==> config.mk <==
export PLATFORM = sky130hd
export DESIGN_NAME = x86_opnd_decode
export DESIGN_NICKNAME = d
export VERILOG_FILES = /design/src/hdl/x86_opnd_pkg.sv /design/src/hdl/addr_fields_if.sv /design/src/hdl/x86_opnd_decode.sv /design/src/hdl/opnd_mux_stage.sv /design/src/hdl/effective_addr_unit.sv /design/src/hdl/modrm_sib_parse.sv
export SDC_FILE = /design/constraint.sdc
export NUM_CORES = 1
export LEC_CHECK = 0
export BUFFER_PORTS_ARGS = -buffer_cell sky130_fd_sc_hd__buf_2
export CORE_UTILIZATION = 45
export CTS_CLUSTER_DIAMETER = 200
export CTS_CLUSTER_SIZE = 40
export DETAILED_ROUTE_END_ITERATION = 7
export PLACE_DENSITY = 0.76
export SLEW_MARGIN = 5
export SYNTH_ARGS = -nofsm -noshare
export SYNTH_HDL_FRONTEND = slang
export SYNTH_SLANG_ARGS = --single-unit
==> constraint.sdc <==
create_clock -name clk -period 9.6 [get_ports clk]
set_input_delay 0.48 -clock clk [delete_from_list [all_inputs] [get_ports clk]]
set_output_delay 0.48 -clock clk [all_outputs]
set_load 0.03 [all_outputs]
==> src/hdl/x86_opnd_pkg.sv <==
package x86_opnd_pkg;

  // Architectural register width for 32-bit protected mode
  localparam int WORD_W = 32;

  typedef logic [WORD_W-1:0] word_t;
  // Index 0 is EAX, following the x86 register encoding order
  typedef word_t [7:0] gpr_file_t;
  typedef logic [2:0] regsel_t;
  typedef logic [1:0] scale_t;
  typedef logic [7:0] byte_t;
  // Eleven bytes with the opcode in bits 7:0
  typedef logic [87:0] instr_bytes_t;
  typedef logic [3:0] body_len_t;
  typedef logic [6:0] cmd_t;

  // Command code of LEA, which uses the AGU but never touches memory
  localparam cmd_t CMD_LEA = 7'h2d;

  // Operand forms, named by where operand 0 and operand 1 come from
  typedef enum logic [2:0] {
    FORM_NONE    = 3'd0,
    FORM_REG     = 3'd1,
    FORM_IMM     = 3'd2,
    FORM_REG_IMM = 3'd3,
    FORM_RM_REG  = 3'd4,
    FORM_REG_RM  = 3'd5,
    FORM_RM_IMM  = 3'd6
  } opnd_form_e;

  // ESP as an SIB index means there is no index
  localparam regsel_t REG_ESP_SEL = 3'd4;
  // ModR/M.rm value that announces a SIB byte
  localparam regsel_t RM_SIB_SEL = 3'd4;
  // With mod 0 this rm or SIB base value means disp32 and no base
  localparam regsel_t NO_BASE_SEL = 3'd5;

  // True for every form that carries a ModR/M byte
  function automatic logic HAS_MODRM(input opnd_form_e form);
    return form inside {FORM_RM_REG, FORM_REG_RM, FORM_RM_IMM};
  endfunction

endpackage
==> src/hdl/addr_fields_if.sv <==
// Parsed addressing fields of one instruction, purely combinational
interface addr_fields_if;
  logic [1:0]              mod;
  // Named reg_sel since reg is a reserved word
  x86_opnd_pkg::regsel_t   reg_sel;
  x86_opnd_pkg::regsel_t   rm;
  logic                    has_sib;
  x86_opnd_pkg::scale_t    scale;
  x86_opnd_pkg::regsel_t   index;
  x86_opnd_pkg::regsel_t   base;
  // Sign-extended displacement, zero when the encoding has none
  x86_opnd_pkg::word_t     disp;
  // Sign-extended immediate, zero when the form has none
  x86_opnd_pkg::word_t     imm;

  modport parser (
    output mod, reg_sel, rm, has_sib, scale, index, base, disp, imm
  );

  modport consumer (
    input mod, reg_sel, rm, has_sib, scale, index, base, disp, imm
  );
endinterface

==> src/hdl/x86_opnd_decode.sv <==
module x86_opnd_decode (
  input  logic                        clk,
  input  logic                        rst_n,
  input  logic                        instr_valid,
  input  x86_opnd_pkg::instr_bytes_t  instr_bytes,
  input  x86_opnd_pkg::opnd_form_e    opnd_form,
  input  logic                        imm_1byte,
  input  x86_opnd_pkg::cmd_t          opc,
  input  x86_opnd_pkg::word_t         eax,
  input  x86_opnd_pkg::word_t         ecx,
  input  x86_opnd_pkg::word_t         edx,
  input  x86_opnd_pkg::word_t         ebx,
  input  x86_opnd_pkg::word_t         esp,
  input  x86_opnd_pkg::word_t         ebp,
  input  x86_opnd_pkg::word_t         esi,
  input  x86_opnd_pkg::word_t         edi,
  input  logic                        hint1_is_write,
  input  x86_opnd_pkg::word_t         hint1_address,
  input  x86_opnd_pkg::word_t         hint1_data,
  input  logic                        hint2_is_write,
  input  x86_opnd_pkg::word_t         hint2_address,
  input  x86_opnd_pkg::word_t         hint2_data,
  output logic                        opnd_valid,
  output x86_opnd_pkg::word_t         opnd0,
  output x86_opnd_pkg::word_t         opnd1,
  output x86_opnd_pkg::word_t         opnd1_addr,
  output x86_opnd_pkg::body_len_t     body_len
);

  x86_opnd_pkg::gpr_file_t gprs;
  x86_opnd_pkg::regsel_t   opcode_regsel;
  x86_opnd_pkg::word_t     mem_addr;
  x86_opnd_pkg::word_t     mem_value;
  x86_opnd_pkg::body_len_t body_len_comb;

  addr_fields_if fields ();

  // Packed so that the register selector indexes it directly, EAX at 0
  assign gprs = {edi, esi, ebp, esp, ebx, edx, ecx, eax};

  // Short forms like PUSH r32 encode the register in the opcode's low bits
  assign opcode_regsel = instr_bytes[2:0];

  modrm_sib_parse i_modrm_sib_parse (
    .instr_bytes (instr_bytes),
    .opnd_form   (opnd_form),
    .imm_1byte   (imm_1byte),
    .fields      (fields.parser),
    .body_len    (body_len_comb)
  );

  effective_addr_unit i_effective_addr_unit (
    .gprs           (gprs),
    .fields         (fields.consumer),
    .opc            (opc),
    .hint1_is_write (hint1_is_write),
    .hint1_address  (hint1_address),
    .hint1_data     (hint1_data),
    .hint2_is_write (hint2_is_write),
    .hint2_address  (hint2_address),
    .hint2_data     (hint2_data),
    .mem_addr       (mem_addr),
    .mem_value      (mem_value)
  );

  // Single register stage, one instruction in flight per cycle
  opnd_mux_stage #(
    .RESET_OUTPUTS (1'b1)
  ) i_opnd_mux_stage (
    .clk           (clk),
    .rst_n         (rst_n),
    .instr_valid   (instr_valid),
    .opnd_form     (opnd_form),
    .opcode_regsel (opcode_regsel),
    .gprs          (gprs),
    .fields        (fields.consumer),
    .mem_addr      (mem_addr),
    .mem_value     (mem_value),
    .body_len_in   (body_len_comb),
    .opnd_valid    (opnd_valid),
    .opnd0         (opnd0),
    .opnd1         (opnd1),
    .opnd1_addr    (opnd1_addr),
    .body_len      (body_len)
  );

endmodule

==> src/hdl/opnd_mux_stage.sv <==
module opnd_mux_stage #(
  // Set to 0 to leave the data registers without reset
  parameter bit RESET_OUTPUTS = 1'b1
) (
  input  logic                        clk,
  input  logic                        rst_n,
  input  logic                        instr_valid,
  input  x86_opnd_pkg::opnd_form_e    opnd_form,
  input  x86_opnd_pkg::regsel_t       opcode_regsel,
  input  x86_opnd_pkg::gpr_file_t     gprs,
  addr_fields_if.consumer             fields,
  input  x86_opnd_pkg::word_t         mem_addr,
  input  x86_opnd_pkg::word_t         mem_value,
  input  x86_opnd_pkg::body_len_t     body_len_in,
  output logic                        opnd_valid,
  output x86_opnd_pkg::word_t         opnd0,
  output x86_opnd_pkg::word_t         opnd1,
  output x86_opnd_pkg::word_t         opnd1_addr,
  output x86_opnd_pkg::body_len_t     body_len
);

  logic                rm_is_mem;
  logic                mem_used;
  x86_opnd_pkg::word_t rm_val;
  x86_opnd_pkg::word_t reg_val;
  x86_opnd_pkg::word_t opc_reg_val;
  x86_opnd_pkg::word_t opnd0_next;
  x86_opnd_pkg::word_t opnd1_next;
  x86_opnd_pkg::word_t addr_next;

  // Mod 3 is register direct, every other mod addresses memory
  assign rm_is_mem = fields.mod != 2'd3;

  assign rm_val      = rm_is_mem ? mem_value : gprs[fields.rm];
  assign reg_val     = gprs[fields.reg_sel];
  assign opc_reg_val = gprs[opcode_regsel];

  // Operands that the form leaves unused are forced to zero
  always_comb begin
    opnd0_next = '0;
    opnd1_next = '0;
    case (opnd_form)
      x86_opnd_pkg::FORM_REG: begin
        opnd0_next = opc_reg_val;
      end
      x86_opnd_pkg::FORM_IMM: begin
        opnd0_next = fields.imm;
      end
      x86_opnd_pkg::FORM_REG_IMM: begin
        opnd0_next = opc_reg_val;
        opnd1_next = fields.imm;
      end
      x86_opnd_pkg::FORM_RM_REG: begin
        opnd0_next = rm_val;
        opnd1_next = reg_val;
      end
      x86_opnd_pkg::FORM_REG_RM: begin
        opnd0_next = reg_val;
        opnd1_next = rm_val;
      end
      x86_opnd_pkg::FORM_RM_IMM: begin
        opnd0_next = rm_val;
        opnd1_next = fields.imm;
      end
      default: begin
        opnd0_next = '0;
        opnd1_next = '0;
      end
    endcase
  end

  // The address is only reported when some operand really is in memory
  assign mem_used  = x86_opnd_pkg::HAS_MODRM(opnd_form) && rm_is_mem;
  assign addr_next = mem_used ? mem_addr : '0;

  // The strobe always has a reset so no phantom result follows reset
  always_ff @(posedge clk) begin
    if (!rst_n) begin
      opnd_valid <= 1'b0;
    end else begin
      opnd_valid <= instr_valid;
    end
  end

  // Results are captured once per strobe and hold until the next one
  always_ff @(posedge clk) begin
    if (RESET_OUTPUTS && !rst_n) begin
      opnd0      <= '0;
      opnd1      <= '0;
      opnd1_addr <= '0;
      body_len   <= '0;
    end else if (instr_valid) begin
      opnd0      <= opnd0_next;
      opnd1      <= opnd1_next;
      opnd1_addr <= addr_next;
      body_len   <= body_len_in;
    end
  end

endmodule

==> src/hdl/effective_addr_unit.sv <==
module effective_addr_unit (
  input  x86_opnd_pkg::gpr_file_t gprs,
  addr_fields_if.consumer         fields,
  input  x86_opnd_pkg::cmd_t      opc,
  input  logic                    hint1_is_write,
  input  x86_opnd_pkg::word_t     hint1_address,
  input  x86_opnd_pkg::word_t     hint1_data,
  input  logic                    hint2_is_write,
  input  x86_opnd_pkg::word_t     hint2_address,
  input  x86_opnd_pkg::word_t     hint2_data,
  output x86_opnd_pkg::word_t     mem_addr,
  output x86_opnd_pkg::word_t     mem_value
);

  x86_opnd_pkg::regsel_t base_sel;
  logic                  no_base;
  logic                  no_index;
  x86_opnd_pkg::word_t   base_val;
  x86_opnd_pkg::word_t   index_val;
  logic                  hint1_hit;
  logic                  hint2_hit;

  // Without SIB the base register is named directly by ModR/M.rm
  assign base_sel = fields.has_sib ? fields.base : fields.rm;

  // Mod 0 with a base code of 5 means disp32 only, so the base drops out
  assign no_base = (fields.mod == 2'd0) && (base_sel == x86_opnd_pkg::NO_BASE_SEL);

  // ESP can never serve as an index, its code means no index at all
  assign no_index = !fields.has_sib || (fields.index == x86_opnd_pkg::REG_ESP_SEL);

  assign base_val = no_base ? '0 : gprs[base_sel];

  // Scale multiplies the index by 1, 2, 4 or 8
  assign index_val = no_index ? '0 : (gprs[fields.index] << fields.scale);

  // Wraps modulo 2^32 like the real AGU
  assign mem_addr = base_val + index_val + fields.disp;

  // A read hint at the same address supplies the memory data
  assign hint1_hit = !hint1_is_write && (hint1_address == mem_addr);
  assign hint2_hit = !hint2_is_write && (hint2_address == mem_addr);

  // LEA returns the address itself, otherwise hint1 has priority over hint2
  always_comb begin
    if (opc == x86_opnd_pkg::CMD_LEA) begin
      mem_value = mem_addr;
    end else if (hint1_hit) begin
      mem_value = hint1_data;
    end else if (hint2_hit) begin
      mem_value = hint2_data;
    end else begin
      // No usable hint, memory is not modeled here
      mem_value = '0;
    end
  end

endmodule

==> src/hdl/modrm_sib_parse.sv <==
module modrm_sib_parse (
  input  x86_opnd_pkg::instr_bytes_t instr_bytes,
  input  x86_opnd_pkg::opnd_form_e    opnd_form,
  input  logic                        imm_1byte,
  addr_fields_if.parser               fields,
  output x86_opnd_pkg::body_len_t     body_len
);

  logic                    has_modrm;
  logic                    has_imm;
  x86_opnd_pkg::byte_t     modrm;
  x86_opnd_pkg::byte_t     sib;
  logic                    no_base_disp32;
  x86_opnd_pkg::body_len_t disp_len;
  x86_opnd_pkg::body_len_t imm_len;
  x86_opnd_pkg::body_len_t disp_off;
  x86_opnd_pkg::body_len_t imm_off;
  x86_opnd_pkg::instr_bytes_t disp_window;
  x86_opnd_pkg::instr_bytes_t imm_window;

  assign has_modrm = x86_opnd_pkg::HAS_MODRM(opnd_form);
  assign has_imm   = opnd_form inside {x86_opnd_pkg::FORM_IMM, x86_opnd_pkg::FORM_REG_IMM,
                                       x86_opnd_pkg::FORM_RM_IMM};

  // ModR/M sits right after the opcode, SIB right after ModR/M
  assign modrm = instr_bytes[15:8];
  assign sib   = instr_bytes[23:16];

  assign fields.mod     = modrm[7:6];
  assign fields.reg_sel = modrm[5:3];
  assign fields.rm      = modrm[2:0];

  // A SIB byte exists only in the memory modes when rm selects it
  assign fields.has_sib = has_modrm && (modrm[7:6] != 2'd3) &&
                          (modrm[2:0] == x86_opnd_pkg::RM_SIB_SEL);

  assign fields.scale = sib[7:6];
  assign fields.index = sib[5:3];
  assign fields.base  = sib[2:0];

  // Mod 0 with rm 5, or with SIB base 5, switches to a bare disp32
  assign no_base_disp32 = (modrm[7:6] == 2'd0) &&
                          (fields.has_sib ? (sib[2:0] == x86_opnd_pkg::NO_BASE_SEL)
                                          : (modrm[2:0] == x86_opnd_pkg::NO_BASE_SEL));

  always_comb begin
    disp_len = 4'd0;
    if (has_modrm) begin
      if (modrm[7:6] == 2'd1) begin
        disp_len = 4'd1;
      end else if (modrm[7:6] == 2'd2 || no_base_disp32) begin
        disp_len = 4'd4;
      end
    end
  end

  assign imm_len = !has_imm  ? 4'd0 :
                   imm_1byte ? 4'd1 : 4'd4;

  // Byte offsets of the trailing fields, counted from the opcode byte
  assign disp_off = 4'd1 + {3'b000, has_modrm} + {3'b000, fields.has_sib};
  assign imm_off  = disp_off + disp_len;

  // Shift the wanted field down to bit 0 so extraction is a fixed slice
  assign disp_window = instr_bytes >> {disp_off, 3'b000};
  assign imm_window  = instr_bytes >> {imm_off, 3'b000};

  always_comb begin
    fields.disp = '0;
    if (disp_len == 4'd1) begin
      fields.disp = {{24{disp_window[7]}}, disp_window[7:0]};
    end else if (disp_len == 4'd4) begin
      fields.disp = disp_window[31:0];
    end
  end

  // The 1-byte immediate is sign-extended to the full operand width
  always_comb begin
    fields.imm = '0;
    if (has_imm) begin
      fields.imm = imm_1byte ? {{24{imm_window[7]}}, imm_window[7:0]} : imm_window[31:0];
    end
  end

  // The opcode byte itself is not part of the body
  assign body_len = {3'b000, has_modrm} + {3'b000, fields.has_sib} + disp_len + imm_len;

endmodule

==> results of run 1 <==
area by class of cell:
type	count	area (um^2)	share of cell area
multi-input cells	2063	20400	0.744
diodes	31	77.6	0.00283
well taps	680	851	0.0310
clock buffers	9	225	0.00821
repair buffers	646	3410	0.124
flip-flops and latches	101	2020	0.0737
inverters	97	364	0.0133
clock inverters	7	73.8	0.00269
registers in the layout (all words and copies together) (netlist names):
register,cells
i_opnd_mux_stage.opnd1_addr,32
i_opnd_mux_stage.body_len,4
i_opnd_mux_stage.opnd1,32
i_opnd_mux_stage.opnd0,32
i_opnd_mux_stage.opnd_valid,1
cell usage after synthesis (all sizes together), types with 13 or more instances:
| cell type | instances | area (um^2) |
|---|---|---|
| a22o | 18 | 158 |
| a2111oi | 15 | 138 |
| nor2b | 33 | 206 |
| a222oi | 15 | 150 |
| mux2i | 176 | 1760 |
| and2 | 47 | 294 |
| ha | 37 | 463 |
| buf | 94 | 425 |
| inv | 96 | 360 |
| a21oi | 156 | 781 |
| clkbuf | 156 | 587 |
| a21o | 45 | 338 |
| o211ai | 24 | 180 |
| mux2 | 40 | 450 |
| dfxtp | 101 | 2020 |
| nor2 | 104 | 398 |
| mux4 | 364 | 8200 |
| o22ai | 38 | 238 |
| o21ai | 136 | 684 |
| xor2 | 27 | 236 |
| a221oi | 43 | 502 |
| o31ai | 59 | 443 |
| fa | 33 | 661 |
| nand4 | 18 | 113 |
| nand3 | 35 | 175 |
| xnor2 | 53 | 472 |
| nand2b | 15 | 93.8 |
| a31oi | 13 | 81.3 |
| nor3 | 19 | 95.1 |
| a211oi | 14 | 105 |
| nand2 | 289 | 1090 |
| a22oi | 32 | 240 |
| o22a | 23 | 201 |
final timing paths:
kind,to,start,depth (start not counted),slack (ps)
worst min-delay path,i_opnd_mux_stage.opnd1[19],hint2_data[19],3,440
worst max-delay path,i_opnd_mux_stage.opnd1[30],opnd_form[0],24,1110
worst max register to register,i_opnd_mux_stage.opnd0[17],i_opnd_mux_stage.opnd0[17],2,8570
worst min register to register,i_opnd_mux_stage.opnd0[2],i_opnd_mux_stage.opnd0[2],2,480
routing by layer:
metal / wire (um) / GRT usage / vias up
met5: 116 / 0 / -
met4: 8060 / 0.231 / 18
met3: 21500 / 0.198 / 450
met2: 50400 / 0.647 / 2455
met1: 41700 / 0.553 / 12586
li1: - / - / 10814
worst reg2reg max path, delay by kind of cell, from the launching register on:
| kind | cells | cell delay (ps) |
|---|---|---|
| AOI/OAI and AO/OA | 2 | 540 |
| DFF | 1 | 360 |
cell families after synthesis:
kind of cell / Yosys count / share of synthesized area
AND/OR/NAND/NOR: 623 / 0.124
buffers and inverters: 347 / 0.0580
flip-flops: 101 / 0.0852
XOR/XNOR: 93 / 0.0425
adder cells (fa/ha/maj): 70 / 0.0474
AO/OA/AOI/OAI: 697 / 0.204
multiplexers: 580 / 0.439
power by group through the flow:
stage          combinational (mW)  clock (mW)  sequential (mW)
2_1_floorplan                1.10           0            0.503
3_3_place_gp                 1.82           0            0.465
3_5_place_dp                 1.83           0            0.465
4_1_cts                      1.84       0.381            0.456
5_1_grt                      1.99       0.397            0.458
6_report                     1.93       0.378            0.456
==> results.txt, run 1 <==
In the finished design, the share of the clock period the worst path needs comes to 0.885. When the netlist entered floorplanning its net count stood at 3069. The power spent charging and discharging nets came out at 1.38 mW.

Of the total power, the share spent switching nets is 0.500. The sum of internal, switching and leakage power is 2.76 mW. The cell total after placement is 3587.

In this design, the critical path's most frequently occurring cell is sky130_fd_sc_hd__nor4_1. Dividing the detail-routed via count by the number of cells gives 7.24. At the end of the flow, the number of nets in the layout was 3476. The critical path in this run is classified as in -> reg. The worst hold slack across all endpoints came out at 437 ps.

Dividing the detail-routed wire length by the instance count gives 33.5 um. The worst setup skew after layout is 0 ps. After routing the design area is 27400 um^2. The aggregate global routing overflow is 0.

The register share of total power came out at 0.165. In this run the cell area measured after placement is 27100 um^2. Setup repair after global routing left no endpoint under its margin. The number of warnings printed during yosys synthesis is 0. For this run, the total global-route usage over all layers was measured as 0.445. The final standard cell count with taps included and fillers excluded is 3634. The count of final hold-check violations is 0. Of the cells placed in the final design, the portion with a size suffix greater than 1 is 0.384. The count of nets left with antenna violations once routing finished came out at 0. The share of async-settable or async-resettable flops after synthesis came out at 0. The synthesis-to-finish area growth is 15.7%.

The fmax came out at 0.118 GHz. After clock tree synthesis, the clock-pin slew on the worst setup and hold paths is 70 ps. The number of sinks driven by the clock tree is 101. For this run, the detailed router's first-pass iteration total came to 8.

The biggest fanout along the worst timing path came out at 53. The total internal power is 1.38 mW. The filler cell count in the final layout came out at 4850.

STA puts the critical path data required time at 9870 ps. The checks that failed: design-rule violations. The number of unique standard cell types used by synthesis came out at 90. The maximum clock path buffer count is 2.

The number of I/O port buffers is 588. In this design, the stage delay of the slowest critical-path cell is 960 ps. The die boundary width came out at 232 um. The run finished, with violations left. At the pin with the least slew margin, the transition time is 1240 ps. The via count came out at 26.3k. In this run the worst hold path is classified as in -> reg.

The global-route wire length before repair came out at 173000 um. For the worst setup path, the data arrival time is 8760 ps. For this run, the register share of the synthesized area comes to 0.0852.

The worst path in the final design needs a cycle of 8490 ps, including I/O delays and setup. The post-cts resize count came out at 0. TritonCTS built the clock tree. The slowest stage of the critical path belongs to the cell sky130_fd_sc_hd__fa_1. The share of total power dissipated in combinational logic is 0.698. The pin count of the biggest net entering global routing is 60.

After floorplanning, the core was divided into 83 placement rows. The maximum VDD drop is 108 uV. The leakage dissipation is 11.4 nW. The number of remaining DRC errors is 13. The iteration-0 DRC count of the detailed router came out at 4480.

The part of the total power dissipated in the clock network is 0.137. The vertical extent of the die is 232 um. The core area is 51700 um^2. After synthesis, the mean cell area works out to 9.45 um^2. The number of cells produced by synthesis is 2511.

The number of buffers inserted for hold repair after clock tree synthesis came out at 0. The total CTS buffers came out at 9. In this run the post-CTS setup repair buffer count came out at 0.

The power per cell area is 101 nW/um^2. STA classifies the critical path endpoint as a register. The final setup slack of the worst path is 1110 ps. The initial utilization of the core area, before any placement, comes to 0.459.

Clock latency on the worst-skew pair, taken at its later pin, is 360 ps. The via count of the first global-routing pass is 24.5k. The library cells used most frequently in the layout, excluding fill and tap cells, are sky130_fd_sc_hd__buf_2, sky130_fd_sc_hd__mux4_2, sky130_fd_sc_hd__nand2_1, sky130_fd_sc_hd__mux2i_1, sky130_fd_sc_hd__a21oi_1. The area of the die is 53600 um^2. Prior to clock tree synthesis, the placed netlist has a worst setup slack of 1160 ps. The critical path goes through buf_2 -> a21bo_1 -> inv_1 -> a41o_4 -> mux4_2 -> nand2_1 -> a21o_1 -> fa_1 -> inv_1 -> ha_1 -> fa_1 -> xor2_1 -> nor4_1 -> o211ai_1 -> a311oi_1 -> o221ai_1 -> nor4_1 -> nand4_1 -> nor4_1 -> nand4_1 -> nor4b_4 -> buf_4 -> a221oi_1 -> o31ai_1. The synthesized area came out at 23700 um^2.

The count of pins over their slew limit is 0. The kind of start point of the critical path is an input pin. The aggregate routed wire length came out at 122000 um. The last weighted congestion value of the routability-driven placer is 1.16. In this run the clock root is driven by a sky130_fd_sc_hd__clkbuf_16. Once layout is complete, the utilization of the core stands at 0.531. For this run, the leading register cell type out of synthesis is sky130_fd_sc_hd__dfxtp_1. The number of synthesized flops with an enable pin came out at 0. The initial antenna violation count is 50. The final-layout setup total negative slack came out at 0 ps. Among cell families on the critical path, the largest total delay comes from compound AO/OA/AOI/OAI gates.

The number of buffer and inverter stages on the critical path is 4. The flip-flop and latch count after synthesis is 101. The post-DP HPWL is 98100 um.

The number of H-tree levels is 3. The total of endpoints with negative setup slack in the final report came out at 0. The library cell used most frequently in the layout, excluding fill and tap cells, is sky130_fd_sc_hd__buf_2. The number of top-level pins came out at 589. The worst slew margin relative to its limit came out at 0.172. The number of maximum-capacitance violations came out at 0.
Note: power is estimated with default switching activity, not from simulation.
==> run 2: changes to the inputs <==
--- a/config.mk
+++ b/config.mk
@@ -6,6 +6,7 @@
 export NUM_CORES = 1
 export LEC_CHECK = 0
 export BUFFER_PORTS_ARGS = -buffer_cell sky130_fd_sc_hd__buf_2
+export CAP_MARGIN = 20
 export CORE_UTILIZATION = 45
 export CTS_CLUSTER_DIAMETER = 200
 export CTS_CLUSTER_SIZE = 40
==> constraint.sdc (replaced) <==
create_clock -name clk -period 9.6 [get_ports clk]
set_input_delay 1.92 -clock clk [delete_from_list [all_inputs] [get_ports clk]]
set_output_delay 1.92 -clock clk [all_outputs]
set_load 0.03 [all_outputs]
==> run 2 against run 1 <==
The run now ends clean. Cell area up 0.58%. Clock skew unchanged. Non-clock buffer count up 20. Sequential share of layout area about the same. Die area unchanged. First-iteration DRC count up 12%. Sequential power about the same. Clock power down 3%. Critical path type unchanged.
==> results.txt, run 2 (synthesis results as in run 1) <==
The flow ran to the end, and the final reports show no timing, DRC or antenna violations. The count of pins over their slew limit is 0. The share of total power dissipated in sequential elements is 0.165. The kind of start point of the critical path is an input pin.

The number of nets in the final layout is 3496. The initial antenna violation count came out at 22. After legalization and detailed placement, the total HPWL measured 99200 um. After routing the design area is 27600 um^2. The number of maximum-capacitance violations is 0.

The critical path is of the in -> reg type. The global-route wire length before repair came out at 174000 um. The number of sinks driven by the clock tree came out at 101. Setup violations remaining at the end of the flow were counted as 0. The first-pass iteration count of the detailed router is 7. Clock latency on the worst-skew pair, taken at its later pin, is 360 ps. Cell internal power was estimated by the tool at 1.39 mW. The leakage dissipation is 11.5 nW. Once the clock tree was built, the setup fixing pass inserted 0 buffers. The detailed-route wire length on metal 1 came out at 43400 um. The area of the die is 53600 um^2. The worst min-delay path class is reg -> reg.

The number of remaining DRC errors came out at 0. The standard-cell row count came out at 83. In this run the critical register-to-register path is captured at i_opnd_mux_stage.opnd0[18]. The die boundary width is 232 um. The post-route clock period utilization came out at 0.989. Routed signal wires occupy layers up through met5. The worst-case register-to-register setup slack is 8530 ps. The part of the total power dissipated in the clock network is 0.132.

The total CTS buffers is 9. The worst slew margin relative to its limit came out at 0.188. Across every metal layer, demand over resource in global routing totals 0.448. Measured along the y axis, the die boundary spans 232 um.

The final-layout setup total negative slack came out at 0 ps. From synthesis to final layout, the design area changed by 16.3%. The power per cell area came out at 100 nW/um^2. The biggest fanout along the worst timing path came out at 45. The last weighted congestion value of the routability-driven placer is 1.12. STA puts the critical path data arrival time at 9770 ps. The final route contains 26.3k vias. The post-cts resize count is 0. The number of top-level pins came out at 589. The residual antenna-violating net count after detailed routing is 0. The clock input transition at the sequential cells of the worst setup and hold paths is 80 ps. Of the cells placed in the final design, the portion with a size suffix greater than 1 is 0.388. The worst hold path stage count came out at 2. In this run the critical register-to-register path is launched from i_opnd_mux_stage.opnd0[18].

The amount of wire on met3 after detailed routing came out at 20700 um. The number of I/O port buffers came out at 588. The logic depth of the worst register-to-register path is 2.

The post-detailed-placement cell area came out at 27300 um^2. Across the VDD grid, the largest voltage drop is 75.6 uV. The largest registers in the layout are i_opnd_mux_stage.opnd0 (32), i_opnd_mux_stage.opnd1 (32), i_opnd_mux_stage.opnd1_addr (32). The detailed router finished its first iteration with 5029 violations. Entering global routing, the biggest net connects 73 pins. The number of H-tree levels is 3.

The routed wire length per instance came out at 33.7 um. The fmax came out at 0.105 GHz. Following the worst setup path forward leads to its endpoint at i_opnd_mux_stage.opnd1[2]. The transition time at the pin with the least slew margin came out at 1210 ps. The count of final hold-check violations came out at 0.

The worst setup path is captured at a register. The critical path starts at instr_bytes[10]. For this design the total switching power over the nets is 1.38 mW. In the layout the commonest cells are sky130_fd_sc_hd__buf_2, sky130_fd_sc_hd__mux4_2, sky130_fd_sc_hd__nand2_1, sky130_fd_sc_hd__mux2i_1, sky130_fd_sc_hd__a21oi_1.

The maximum clock path buffer count came out at 2. TritonCTS built the clock tree. The aggregate routed wire length is 123000 um. The clock root buffer is sky130_fd_sc_hd__clkbuf_16. The core area came out at 51700 um^2.

Of the total power, the share spent switching nets is 0.498. The initial utilization of the core area, before any placement, comes to 0.459. Setup repair after global routing left no endpoint under its margin. The average via count per standard cell came out at 7.23. For the final database, setup skew stands at 0 ps. Leaving out fill and tap cells, the most frequent cell in the layout is sky130_fd_sc_hd__buf_2.

The aggregate global routing overflow came out at 0. The number of buffers inserted for hold repair after clock tree synthesis is 0. The detailed route wirelength on metal2 is 50900 um.

The worst hold slack across all endpoints is 471 ps. The worst hold path begins at i_opnd_mux_stage.opnd1[21]. The final critical path time including I/O delays and setup came out at 9490 ps. The via count of the first global-routing pass was 24.5k. The worst endpoint required time came out at 9880 ps.

The proportion of power drawn by combinational gates is 0.703.
run 2: changes by cell type in the layout (fill, tap and decap cells not counted), sizes merged:
cell,previous run,this run
inv,101,100
clkinvlp,0,1
clkbuf,9,10
buf,646,665
diode,31,19
run 2: metrics by stage:
stage	setup WS (ps)	total power, mW	instances	utilization
global route	60.5	2.85	3637	0.533
CTS	448	2.68	3622	0.533
finish	110	2.77	3642	0.534
global placement	209	2.31	3605	0.527
detailed placement	81.2	2.32	3606	0.527
floorplan	1080	1.60	2511	-
run 2: worst min path at each step:
stage	endpoint	slack, ps
6_report	i_opnd_mux_stage.opnd1[21]	470
5_1_grt	i_opnd_mux_stage.opnd1[21]	490
4_1_cts	i_opnd_mux_stage.opnd1[21]	470
3_5_place_dp	i_opnd_mux_stage.opnd1[21]	450
3_3_place_gp	i_opnd_mux_stage.opnd0[23]	450
2_1_floorplan	i_opnd_mux_stage.body_len[0]	640
run 2: layout make-up:
class                      instances  area, um^2
antenna                           19        47.5
clock buffer                       9         225
clock inverter                     7        65.1
fill                            4751       24100
inverter                          97         364
multi-input combinational       2063       20400
sequential                       101        2020
tap                              680         851
timing repair buffer             666        3610
run 2: worst max-delay path: stages:
cell and delay [ps]:
sky130_fd_sc_hd__buf_2 90, sky130_fd_sc_hd__buf_4 680, sky130_fd_sc_hd__a41o_4 630, sky130_fd_sc_hd__mux4_2 570, sky130_fd_sc_hd__nand2_1 90, sky130_fd_sc_hd__a21o_1 250, sky130_fd_sc_hd__fa_1 450, sky130_fd_sc_hd__inv_1 80
sky130_fd_sc_hd__ha_1 200, sky130_fd_sc_hd__fa_1 660, sky130_fd_sc_hd__xor2_1 260, sky130_fd_sc_hd__nor4_1 650, sky130_fd_sc_hd__o211ai_1 250, sky130_fd_sc_hd__a311oi_1 440, sky130_fd_sc_hd__o221ai_1 270, sky130_fd_sc_hd__nor4_1 300
sky130_fd_sc_hd__nand4_1 130, sky130_fd_sc_hd__nor4_1 520, sky130_fd_sc_hd__nand4_1 240, sky130_fd_sc_hd__nor4b_4 310, sky130_fd_sc_hd__buf_12 290, sky130_fd_sc_hd__a221oi_1 140, sky130_fd_sc_hd__o31ai_1 280
run 2: metal layers:
metal,global-route usage,vias to the layer above
met4,0.228,8
met3,0.171,430
met2,0.650,2488
li1,-,10827
met1,0.578,12592
met5,0,-
run 2: power groups by stage:
stage	combinational [mW]	clock, mW	sequential (mW)
floorplan	1.10	0	0.503
global placement	1.84	0	0.467
detailed placement	1.85	0	0.466
CTS	1.86	0.365	0.457
global route	2.01	0.381	0.459
finish	1.94	0.365	0.458
